[src/init_table.hex]
// bit 8 is the dc flag, 1 for data and 0 for command
// bits 7:0 are the byte sent to the panel
036
100
03A
105
0B2
10C
10C
100
133
133
0B7
135
0BB
119
0C0
12C
0C2
101
0C3
112
0C4
120
0C6
10F
0D0
1A4
1A1
0E0
1D0
104
10D
111
113
12B
13F
154
14C
118
10D
10B
11F
123
0E1
1D0
104
10C
111
113
12C
13F
144
151
12F
11F
11F
120
123
02A
100
128
101
117
02B
100
135
100
1BB
021
013
029

[src/font.hex]
// digit glyphs '0' to '9', eight rows each, top row first
// one byte per row, bit 7 is the leftmost pixel
3C
66
6E
76
66
66
3C
00
18
38
18
18
18
18
7E
00
3C
66
06
0C
30
60
7E
00
3C
66
06
1C
06
66
3C
00
0C
1C
3C
6C
7E
0C
0C
00
7E
60
7C
06
06
66
3C
00
3C
60
7C
66
66
66
3C
00
7E
06
0C
18
30
30
30
00
3C
66
66
3C
66
66
3C
00
3C
66
66
3E
06
0C
38
00

[src/lcd_pkg.sv]
package lcd_pkg;

    // --------------------------------------------------------------------------
    // bundles
    // --------------------------------------------------------------------------

    // one init table entry, is_data is bit 8 of the hex word
    typedef struct packed {
        logic       is_data;
        logic [7:0] value;
    } init_entry_t;

    typedef struct packed {
        logic       valid;
        logic       is_data;
        logic [7:0] value;
    } spi_byte_t;

    typedef struct packed {
        logic panel_resetn;
        logic cs;
        logic dc;
        logic sda;
    } lcd_pins_t;

    typedef struct packed {
        logic [7:0] glyph_code;
        logic [2:0] row;
        logic [3:0] column;
    } print_cmd_t;

    typedef struct packed {
        logic        cyc;
        logic        stb;
        logic        we;
        logic [1:0]  adr;
        logic [31:0] dat;
    } wb_req_t;

    typedef struct packed {
        logic        ack;
        logic [31:0] dat;
    } wb_rsp_t;

    // --------------------------------------------------------------------------
    // panel commands and geometry
    // --------------------------------------------------------------------------
    localparam int INIT_LEN = 70;

    localparam logic [7:0] CMD_SLEEP_OUT    = 8'h11;
    localparam logic [7:0] CMD_COLUMN_SET   = 8'h2A;
    localparam logic [7:0] CMD_ROW_SET      = 8'h2B;
    localparam logic [7:0] CMD_MEMORY_WRITE = 8'h2C;

    localparam int CELL_SIZE   = 8;
    localparam int CELL_PIXELS = 64;

    // visible area starts here on the 135x240 glass
    localparam logic [15:0] X_OFFSET = 16'd40;
    localparam logic [15:0] Y_OFFSET = 16'd52;

    localparam logic [15:0] COLOR_FG = 16'hFFFF;
    localparam logic [15:0] COLOR_BG = 16'h0000;

    // delays at 27 MHz
    localparam logic [31:0] DEF_RESET_CYCLES   = 32'd2_700_000;
    localparam logic [31:0] DEF_PREPARE_CYCLES = 32'd5_400_000;
    localparam logic [31:0] DEF_SNOOZE_CYCLES  = 32'd3_240_000;

    // register map
    localparam logic [1:0] ADR_PRINT  = 2'd0;
    localparam logic [1:0] ADR_STATUS = 2'd1;

endpackage

[src/lcd_spi_tx.sv]
`timescale 1ns/1ps

module lcd_spi_tx (
    input  logic               clk,
    input  logic               resetn,
    input  lcd_pkg::spi_byte_t tx_req,
    output logic               tx_ready,
    output logic               cs,
    output logic               dc,
    output logic               sda,
    output logic               sck
);

    logic [7:0] shreg;
    logic [2:0] bit_cnt;
    // byte captured, cs still high for the gap cycle
    logic       loaded;

    // ready when idle, or while the last bit of a byte is on the wire
    assign tx_ready = !loaded && (cs || bit_cnt == 3'd7);

    assign sda = shreg[7];
    // panel samples on the falling edge of clk
    assign sck = ~clk;

    always_ff @(posedge clk or negedge resetn) begin
        if (!resetn) begin
            cs      <= 1'b1;
            dc      <= 1'b1;
            shreg   <= 8'hFF;
            bit_cnt <= 3'd0;
            loaded  <= 1'b0;
        end else if (tx_req.valid && tx_ready) begin
            shreg   <= tx_req.value;
            dc      <= tx_req.is_data;
            cs      <= 1'b1;
            bit_cnt <= 3'd0;
            loaded  <= 1'b1;
        end else if (loaded) begin
            cs     <= 1'b0;
            loaded <= 1'b0;
        end else if (!cs) begin
            // ones fill in behind the data, so sda idles high
            shreg   <= {shreg[6:0], 1'b1};
            bit_cnt <= bit_cnt + 3'd1;
            if (bit_cnt == 3'd7) begin
                cs <= 1'b1;
                dc <= 1'b1;
            end
        end
    end

endmodule

[src/lcd_font.sv]
`timescale 1ns/1ps

module lcd_font (
    input  logic [7:0]  glyph_code,
    input  logic [5:0]  pixel_index,
    input  logic [3:0]  column,
    input  logic [2:0]  row,
    output logic [15:0] pixel,
    output logic [15:0] x_start,
    output logic [15:0] x_end,
    output logic [15:0] y_start,
    output logic [15:0] y_end
);

    // ten digits, one byte per glyph row, bit 7 leftmost
    logic [7:0] glyph_rom [10 * lcd_pkg::CELL_SIZE];
    logic       is_digit;
    logic [6:0] rom_addr;
    logic [7:0] glyph_row;

    initial begin
        $readmemh("/design/src/font.hex", glyph_rom);
    end

    assign is_digit = (glyph_code >= 8'h30) && (glyph_code <= 8'h39);

    // low nibble of an ascii digit is the digit itself
    assign rom_addr  = is_digit ? {glyph_code[3:0], pixel_index[5:3]} : 7'd0;
    assign glyph_row = glyph_rom[rom_addr];

    assign pixel = (is_digit && glyph_row[3'd7 - pixel_index[2:0]]) ?
                   lcd_pkg::COLOR_FG : lcd_pkg::COLOR_BG;

    // cell window in panel coordinates
    assign x_start = lcd_pkg::X_OFFSET + 16'(column) * 16'(lcd_pkg::CELL_SIZE);
    assign x_end   = x_start + 16'(lcd_pkg::CELL_SIZE - 1);
    assign y_start = lcd_pkg::Y_OFFSET + 16'(row) * 16'(lcd_pkg::CELL_SIZE);
    assign y_end   = y_start + 16'(lcd_pkg::CELL_SIZE - 1);

endmodule

[src/lcd_sequencer.sv]
`timescale 1ns/1ps

module lcd_sequencer #(
    parameter logic [31:0] RESET_CYCLES   = lcd_pkg::DEF_RESET_CYCLES,
    parameter logic [31:0] PREPARE_CYCLES = lcd_pkg::DEF_PREPARE_CYCLES,
    parameter logic [31:0] SNOOZE_CYCLES  = lcd_pkg::DEF_SNOOZE_CYCLES
) (
    input  logic                clk,
    input  logic                resetn,
    input  lcd_pkg::print_cmd_t cmd,
    input  logic                cmd_valid,
    output logic                cmd_ready,
    output logic                busy,
    output logic                init_done,
    output lcd_pkg::spi_byte_t  tx_req,
    input  logic                tx_ready,
    output logic                panel_resetn,
    output logic [7:0]          glyph_code,
    output logic [5:0]          pixel_index,
    output logic [3:0]          column,
    output logic [2:0]          row,
    input  logic [15:0]         pixel,
    input  logic [15:0]         x_start,
    input  logic [15:0]         x_end,
    input  logic [15:0]         y_start,
    input  logic [15:0]         y_end
);

    localparam int WIN_BYTES = 11;

    typedef enum logic [3:0] {
        ST_RESET, ST_PREPARE, ST_WAKEUP, ST_SNOOZE, ST_TABLE,
        ST_DRAIN, ST_IDLE, ST_WINDOW, ST_PIXEL
    } state_t;

    state_t               state;
    logic [31:0]          delay_cnt;
    // shared by table walk, window bytes and pixel bytes
    logic [7:0]           byte_idx;
    lcd_pkg::print_cmd_t  cmd_q;
    logic [8:0]           init_rom [lcd_pkg::INIT_LEN];
    lcd_pkg::init_entry_t entry;
    lcd_pkg::spi_byte_t   win_byte;
    logic                 slot_free;

    initial begin
        $readmemh("/design/src/init_table.hex", init_rom);
    end

    assign entry     = lcd_pkg::init_entry_t'(init_rom[byte_idx[6:0]]);
    assign slot_free = !tx_req.valid || tx_ready;
    assign cmd_ready = (state == ST_IDLE);

    assign glyph_code  = cmd_q.glyph_code;
    assign column      = cmd_q.column;
    assign row         = cmd_q.row;
    // two bytes per pixel
    assign pixel_index = byte_idx[6:1];

    // --------------------------------------------------------------------------
    // window setup bytes, high byte first
    // --------------------------------------------------------------------------
    always_comb begin
        win_byte = '{valid: 1'b1, is_data: 1'b1, value: 8'h00};
        case (byte_idx[3:0])
            4'd0: begin
                win_byte.is_data = 1'b0;
                win_byte.value   = lcd_pkg::CMD_COLUMN_SET;
            end
            4'd1:    win_byte.value = x_start[15:8];
            4'd2:    win_byte.value = x_start[7:0];
            4'd3:    win_byte.value = x_end[15:8];
            4'd4:    win_byte.value = x_end[7:0];
            4'd5: begin
                win_byte.is_data = 1'b0;
                win_byte.value   = lcd_pkg::CMD_ROW_SET;
            end
            4'd6:    win_byte.value = y_start[15:8];
            4'd7:    win_byte.value = y_start[7:0];
            4'd8:    win_byte.value = y_end[15:8];
            4'd9:    win_byte.value = y_end[7:0];
            4'd10: begin
                win_byte.is_data = 1'b0;
                win_byte.value   = lcd_pkg::CMD_MEMORY_WRITE;
            end
            default: win_byte.value = 8'h00;
        endcase
    end

    always_ff @(posedge clk) begin
        if (cmd_valid && cmd_ready) begin
            cmd_q <= cmd;
        end
    end

    // --------------------------------------------------------------------------
    // main FSM
    // --------------------------------------------------------------------------
    always_ff @(posedge clk or negedge resetn) begin
        if (!resetn) begin
            state        <= ST_RESET;
            delay_cnt    <= 32'd0;
            byte_idx     <= 8'd0;
            tx_req       <= '0;
            panel_resetn <= 1'b0;
            init_done    <= 1'b0;
            busy         <= 1'b0;
        end else begin
            case (state)
                ST_RESET: begin
                    if (delay_cnt == RESET_CYCLES) begin
                        delay_cnt    <= 32'd0;
                        panel_resetn <= 1'b1;
                        state        <= ST_PREPARE;
                    end else begin
                        delay_cnt <= delay_cnt + 32'd1;
                    end
                end
                ST_PREPARE: begin
                    if (delay_cnt == PREPARE_CYCLES) begin
                        delay_cnt <= 32'd0;
                        state     <= ST_WAKEUP;
                    end else begin
                        delay_cnt <= delay_cnt + 32'd1;
                    end
                end
                ST_WAKEUP: begin
                    if (!tx_req.valid) begin
                        tx_req <= '{valid: 1'b1, is_data: 1'b0,
                                    value: lcd_pkg::CMD_SLEEP_OUT};
                    end else if (tx_ready) begin
                        tx_req.valid <= 1'b0;
                        state        <= ST_SNOOZE;
                    end
                end
                ST_SNOOZE: begin
                    if (delay_cnt == SNOOZE_CYCLES) begin
                        delay_cnt <= 32'd0;
                        byte_idx  <= 8'd0;
                        state     <= ST_TABLE;
                    end else begin
                        delay_cnt <= delay_cnt + 32'd1;
                    end
                end
                ST_TABLE: begin
                    if (slot_free) begin
                        if (byte_idx == 8'(lcd_pkg::INIT_LEN)) begin
                            tx_req.valid <= 1'b0;
                            state        <= ST_DRAIN;
                        end else begin
                            tx_req   <= '{valid: 1'b1, is_data: entry.is_data,
                                          value: entry.value};
                            byte_idx <= byte_idx + 8'd1;
                        end
                    end
                end
                // last byte leaves the serialiser when ready comes back
                ST_DRAIN: begin
                    if (tx_ready) begin
                        init_done <= 1'b1;
                        busy      <= 1'b0;
                        state     <= ST_IDLE;
                    end
                end
                ST_IDLE: begin
                    if (cmd_valid) begin
                        busy     <= 1'b1;
                        byte_idx <= 8'd0;
                        state    <= ST_WINDOW;
                    end
                end
                ST_WINDOW: begin
                    if (slot_free) begin
                        if (byte_idx == 8'(WIN_BYTES)) begin
                            tx_req.valid <= 1'b0;
                            byte_idx     <= 8'd0;
                            state        <= ST_PIXEL;
                        end else begin
                            tx_req   <= win_byte;
                            byte_idx <= byte_idx + 8'd1;
                        end
                    end
                end
                ST_PIXEL: begin
                    if (slot_free) begin
                        if (byte_idx == 8'(2 * lcd_pkg::CELL_PIXELS)) begin
                            tx_req.valid <= 1'b0;
                            state        <= ST_DRAIN;
                        end else begin
                            tx_req   <= '{valid: 1'b1, is_data: 1'b1,
                                          value: byte_idx[0] ? pixel[7:0] : pixel[15:8]};
                            byte_idx <= byte_idx + 8'd1;
                        end
                    end
                end
                default: state <= ST_RESET;
            endcase
        end
    end

endmodule

[src/lcd_wb_regs.sv]
`timescale 1ns/1ps

module lcd_wb_regs (
    input  logic                clk,
    input  logic                resetn,
    input  lcd_pkg::wb_req_t    wb_in,
    output lcd_pkg::wb_rsp_t    wb_out,
    output lcd_pkg::print_cmd_t cmd,
    output logic                cmd_valid,
    input  logic                cmd_ready,
    input  logic                busy,
    input  logic                init_done
);

    logic        cyc_open;
    logic        print_wr;
    logic        ack_q;
    logic [31:0] rd_dat_q;

    assign cyc_open = wb_in.cyc && wb_in.stb;
    assign print_wr = cyc_open && wb_in.we && (wb_in.adr == lcd_pkg::ADR_PRINT);

    // print write goes straight to the sequencer, ack is the handshake
    assign cmd_valid = print_wr;
    assign cmd = '{glyph_code: wb_in.dat[15:8],
                   row:        wb_in.dat[6:4],
                   column:     wb_in.dat[3:0]};

    // everything else gets a one cycle ack pulse
    always_ff @(posedge clk or negedge resetn) begin
        if (!resetn) begin
            ack_q <= 1'b0;
        end else begin
            ack_q <= cyc_open && !print_wr && !ack_q;
        end
    end

    // status read, zero for any other access
    always_ff @(posedge clk) begin
        if (cyc_open && !wb_in.we && wb_in.adr == lcd_pkg::ADR_STATUS) begin
            rd_dat_q <= {30'd0, busy, init_done};
        end else begin
            rd_dat_q <= 32'd0;
        end
    end

    assign wb_out = '{ack: ack_q || (print_wr && cmd_ready), dat: rd_dat_q};

endmodule

[src/lcd_top.sv]
`timescale 1ns/1ps

module lcd_top #(
    parameter logic [31:0] RESET_CYCLES   = lcd_pkg::DEF_RESET_CYCLES,
    parameter logic [31:0] PREPARE_CYCLES = lcd_pkg::DEF_PREPARE_CYCLES,
    parameter logic [31:0] SNOOZE_CYCLES  = lcd_pkg::DEF_SNOOZE_CYCLES
) (
    input  logic               clk,
    input  logic               resetn,
    input  lcd_pkg::wb_req_t   wb_in,
    output lcd_pkg::wb_rsp_t   wb_out,
    output lcd_pkg::lcd_pins_t pins,
    output logic               sck
);

    lcd_pkg::print_cmd_t cmd;
    logic                cmd_valid;
    logic                cmd_ready;
    logic                busy;
    logic                init_done;
    lcd_pkg::spi_byte_t  tx_req;
    logic                tx_ready;
    logic                panel_resetn;
    logic                spi_cs;
    logic                spi_dc;
    logic                spi_sda;
    logic [7:0]          glyph_code;
    logic [5:0]          pixel_index;
    logic [3:0]          column;
    logic [2:0]          row;
    logic [15:0]         pixel;
    logic [15:0]         x_start;
    logic [15:0]         x_end;
    logic [15:0]         y_start;
    logic [15:0]         y_end;

    assign pins = '{panel_resetn: panel_resetn, cs: spi_cs, dc: spi_dc, sda: spi_sda};

    lcd_wb_regs u_wb_regs (
        .clk       (clk),
        .resetn    (resetn),
        .wb_in     (wb_in),
        .wb_out    (wb_out),
        .cmd       (cmd),
        .cmd_valid (cmd_valid),
        .cmd_ready (cmd_ready),
        .busy      (busy),
        .init_done (init_done)
    );

    lcd_sequencer #(
        .RESET_CYCLES   (RESET_CYCLES),
        .PREPARE_CYCLES (PREPARE_CYCLES),
        .SNOOZE_CYCLES  (SNOOZE_CYCLES)
    ) u_sequencer (
        .clk          (clk),
        .resetn       (resetn),
        .cmd          (cmd),
        .cmd_valid    (cmd_valid),
        .cmd_ready    (cmd_ready),
        .busy         (busy),
        .init_done    (init_done),
        .tx_req       (tx_req),
        .tx_ready     (tx_ready),
        .panel_resetn (panel_resetn),
        .glyph_code   (glyph_code),
        .pixel_index  (pixel_index),
        .column       (column),
        .row          (row),
        .pixel        (pixel),
        .x_start      (x_start),
        .x_end        (x_end),
        .y_start      (y_start),
        .y_end        (y_end)
    );

    lcd_font u_font (
        .glyph_code  (glyph_code),
        .pixel_index (pixel_index),
        .column      (column),
        .row         (row),
        .pixel       (pixel),
        .x_start     (x_start),
        .x_end       (x_end),
        .y_start     (y_start),
        .y_end       (y_end)
    );

    lcd_spi_tx u_spi_tx (
        .clk      (clk),
        .resetn   (resetn),
        .tx_req   (tx_req),
        .tx_ready (tx_ready),
        .cs       (spi_cs),
        .dc       (spi_dc),
        .sda      (spi_sda),
        .sck      (sck)
    );

endmodule

[config.mk]
export PLATFORM = sky130hd
export DESIGN_NAME = lcd_top
export DESIGN_NICKNAME = d
export VERILOG_FILES = /design/src/lcd_pkg.sv /design/src/lcd_spi_tx.sv /design/src/lcd_font.sv /design/src/lcd_sequencer.sv /design/src/lcd_wb_regs.sv /design/src/lcd_top.sv
export SDC_FILE = /design/constraint.sdc
export NUM_CORES = 1
export LEC_CHECK = 0
export BUFFER_PORTS_ARGS = -buffer_cell sky130_fd_sc_hd__buf_2
export CORE_UTILIZATION = 48
export DETAILED_ROUTE_END_ITERATION = 8
export PLACE_DENSITY = 0.79
export SETUP_SLACK_MARGIN = 0.1
export SLEW_MARGIN = 20
export SYNTH_ARGS = -nofsm -noshare
export SYNTH_HDL_FRONTEND = slang
export SYNTH_HIERARCHICAL = 1
export SYNTH_SLANG_ARGS = --single-unit
[constraint.sdc]
create_clock -name clk -period 2.6 [get_ports clk]
set_clock_uncertainty 0.2 [all_clocks]
set_input_delay 0.39 -clock clk [delete_from_list [all_inputs] [get_ports clk]]
set_output_delay 0.39 -clock clk [all_outputs]
set_load 0.05 [all_outputs]
Yosys cells after proc, flatten, opt, wreduce, memory -nomap -nowiden:

Cells that the tools add are included.

* bits in registers: 119

* equal/unequal tests: 45
* bitwise logic cells: 1
* add/subtract/negate cells: 8
* reductions and logical operators: 38
* $lt $le $gt $ge: 3
* muxes and demuxes: 64

Operator list (count)
* $mux 32: 3
* $mux 8: 12
* $pmux 32 s3: 1
* $pmux 8 s11: 1
* $eq 32x22->1 const B: 2
* $mux 4: 13
* $pmux 10 s4: 1
* $pmux 8 s5: 1
* $mux 9: 4
* $pmux 4 s9: 1
* $add 16x3->16 const B: 2
* $add 32x1->32 const B: 1
* $eq 32x23->1 const B: 1
* $eq 4x3->1 const B: 8
* $mux 10: 3
* $ne 2x1->1 const B: 13
* $mux 1: 18
* $eq 4x2->1 const B: 4
* $eq 4x4->1 const B: 4
* $mux 16: 1
* $reduce_and 8->1: 2
* $reduce_and 13->1: 1
* $logic_and 1x1->1: 12
* $ne 2x2->1 const B: 6
* 30 further kinds: 44

Depth between registers and ports, before layout:

* depth in word-level cells: 9
* gate-level depth with buffers: 11
* depth with buffers taken out: 9

Hierarchy:

The synthesis kept the hierarchy.

By module, submodules not included
* lcd_sequencer: area each 4461.8 µm², cells an instance 466, times used 1, sequential area each 1876.8 µm²
* lcd_spi_tx: area each 706.9 µm², cells an instance 58, times used 1, sequential area each 362.8 µm²
* lcd_font: area each 635.6 µm², cells an instance 86, times used 1, sequential area each 0.0 µm²
* lcd_wb_regs: area each 476.7 µm², cells an instance 57, times used 1, sequential area each 65.1 µm²
* lcd_top: area each 30.0 µm², cells an instance 4, times used 1, sequential area each 0.0 µm²

==> impl_metrics.py <==
metrics = {
    "final_layout": {
        "fill_cells": 1071,
        "final_util_pct": 52.3,
        "area_growth_pct": 5.75,
        "multi_input_area_um2": 3280,
        "fin_nets": 718,
        "final-seq-area_um2": 2070,
        "diodes": 0,
        "drive_gt1_share_pct": 17.7,
    },
    "sta": {
        "hold_slack_ns": 0.0173,
        "rsz0062_at_grt": "yes",
        "worst_pin_slew_ns": 0.572,
        "worst_slack_ns": 0.129,
        "setup_viol": 0,
        "hold_viol_final": 0,
        "relSlewSlack_pct": 61.6,
        "slew_viol_final": 0,
    },
    "hold_path": {
        "hold_path_class": "in2reg",
        "hold_path_depth": 1,
        "holdPathEnd": "u_sequencer/row[0]",
        "worstHoldStart": "wb_in[4]",
    },
    "clock_tree": {
        "cts_max_level": 3,
        "cts_buffers": 9,
        "cts_buffer_depth": 2,
        "cts.reportedPaths.clkPinSlew_ns": 0.06,
        "clock_latency_ns": 0.35,
        "cts_tree": "yes",
        "root_buffer": "clkbuf_16",
    },
    "setup_path": {
        "cp-start-kind": "clock port",
        "end_kind": "primary output",
        "crit_chain": "clkbuf_16, clkbuf_16, inv_1, buf_4",
        "timing.rr.end": "u_sequencer/byte_idx[6]",
        "crit_type": "clk2out",
        "reg2reg_from": "u_spi_tx/bit_cnt[0]",
        "r2r_cells": 9,
        "worst-path-max-fanout": 13,
        "worstPathRequired_ns": 2.01,
        "cpMaxStageDelayCell": "clkbuf_16",
        "path_common_cell": "clkbuf_16",
        "crit_arrival_ns": 1.88,
        "r2r_slack_ns": 0.17,
        "slowest_delay_ns": 0.18,
    },
    "power": {
        "worst_ir_drop_vdd_mv": 0.336,
        "power_frac_clock_pct": 48.2,
        "combPwrFrac_pct": 6.1,
        "p_seq_share_pct": 45.7,
        "p_leak_nw": 2.92,
        "switching_share_pct": 28.7,
        "p_total_w": 0.00281,
        "p_int_w": 0.00201,
        "power_density_nw_per_um2": 446,
        "p_sw_w": 0.000807,
    },
    "logic_synthesis": {
        "netlist_instances": 649,
        "netlist_area_um2": 5970,
        "syn_area_per_cell_um2": 9.19,
        "yosys_warnings": 6,
    },
    "die": {
        "die_area_um2": 12900,
        "die_h_um": 113,
        "io_pins": 77,
        "fp-row-count": 40,
        "coreArea_um2": 12100,
        "die_width_um": 113,
        "initial_utilization_pct": 49.5,
    },
    "routing": {
        "vias": 4582,
        "routedWlPerCell_um": 14.6,
        "postRouteAntennaNets": 0,
        "wl_um": 12200,
        "vias_per_cell": 5.46,
        "drcViolationCount": 0,
        "drt_first_pass_iters": 7,
        "drt-initial-drc-count": 308,
    },
    "placed_design": {
        "io_buffer_count": 21,
        "post-dp-hpwl_um": 8740,
        "gp_routability_congestion": 0.909,
        "preCtsSetupSlack_ns": 0.0717,
    },
    "global_routing": {
        "antenna_found_initial": 0,
        "grt_usage_pct": 20.5,
        "grt_max_degree": 51,
        "grt_pass1_vias": 4450,
        "grt_pass1_wl_um": 21200,
        "gr-total-overflow": 0,
    },
    "run_status": {
        "outcome": "finished clean",
    },
    "run": {
        "maxCapViolCount": 0,
    },
}
==> final cells by class <==
cell class	count	area share [%]
inverter	20	1.19
timing repair buffer	52	5.83
clock buffer	10	3.69
clock inverter	8	1.17
tap	168	3.33
sequential	81	32.8
multi-input combinational	500	52.0
==> metal layers <==
layer	GRT usage [%]	up-vias	wire (µm)
li1	-	2204	-
met1	26.6	2187	5350
met2	33.9	161	5970
met3	3.56	30	625
met4	8.33	0	302
met5	0	-	0
==> worst max-delay path: cells and delay by family <==
family | cells | cell delay, ns
buffers and inverters | 4 | 0.58
==> flip-flops by register name, summed over array words and instances, names as in the netlist, 2 cells and up <==
| register | count |
|---|---|
| u_spi_tx/bit_cnt | 3 |
| u_sequencer/tx_req | 10 |
| u_wb_regs/rd_dat_q | 2 |
| u_sequencer/byte_idx | 8 |
| u_sequencer/state | 4 |
| u_spi_tx/shreg | 8 |
| u_sequencer/row | 3 |
| u_sequencer/delay_cnt | 32 |
| u_sequencer/column | 4 |
==> how the worst max path moves through the flow <==
stage / start / slack [ns] / end / cells after the start
after global placement: u_sequencer/delay_cnt[0] / 0.09 / u_sequencer/state[1] / 9
final: clk / 0.13 / sck / 4
after detailed placement: u_sequencer/delay_cnt[0] / 0.07 / u_sequencer/byte_idx[6] / 8
after floorplan: u_sequencer/byte_idx[0] / 0.11 / u_sequencer/tx_req[4] / 10
after CTS: u_sequencer/delay_cnt[24] / 0.06 / u_sequencer/byte_idx[6] / 6
after global routing: u_sequencer/byte_idx[5] / -0.01 / u_sequencer/state[3] / 6
==> cell usage in the layout, fill, tap and decap left out, drive strengths merged, types with 4 or more instances in the layout <==
cell type   n
conb       91
dfrtp      62
buf        52
nor2       49
nand2      39
o21ai      33
inv        26
nand3      22
xnor2      20
a21oi      17
ha         13
mux2i      11
nor3       11
a211oi     11
xor2       10
dfstp      10
and3       10
clkbuf      9
nor2b       9
a31oi       8
nand4       8
o22ai       8
a22oi       7
a22o        7
edfxtp      7
a2bb2oi     7
a221oi      7
o2bb2ai     7
a222oi      6
nand2b      6
nor4        6
nand4b      5
o31ai       5
a41oi       5
and3b       5
a21o        5
and2        4
and4        4
mux2        4
==> per-stage QoR <==
stage          area (µm²)  cells  TNS, ns
4_1_cts              6240    837        0
5_1_grt              6310    839  -0.0168
3_3_place_gp         5920    820        0
2_1_floorplan        6300    737        0
3_5_place_dp         5920    820        0
6_report             6310    839        0
==> what timing repair did <==
action | 4_1_cts | 5_1_grt
resized for setup | 3 | 13
cloned | 0 | 0
pin swaps | 1 | 4
hold endpoints to repair | 22 | 0
hold buffers | 1 | 0
endpoints found under the setup margin | 23 | 30
buffers inserted | 0 | 2
==> power by group through the flow <==
stage	registers, W	clock network (W)	logic [W]
finish	0.00129	0.00136	0.000173
global placement	0.00131	0.0000781	0.000166
detailed placement	0.00131	0.0000781	0.000169
global route	0.00129	0.00144	0.000189
floorplan	0.00131	0.0000650	0.000237
CTS	0.00129	0.00138	0.000170
(Power assumes the default switching activity.)
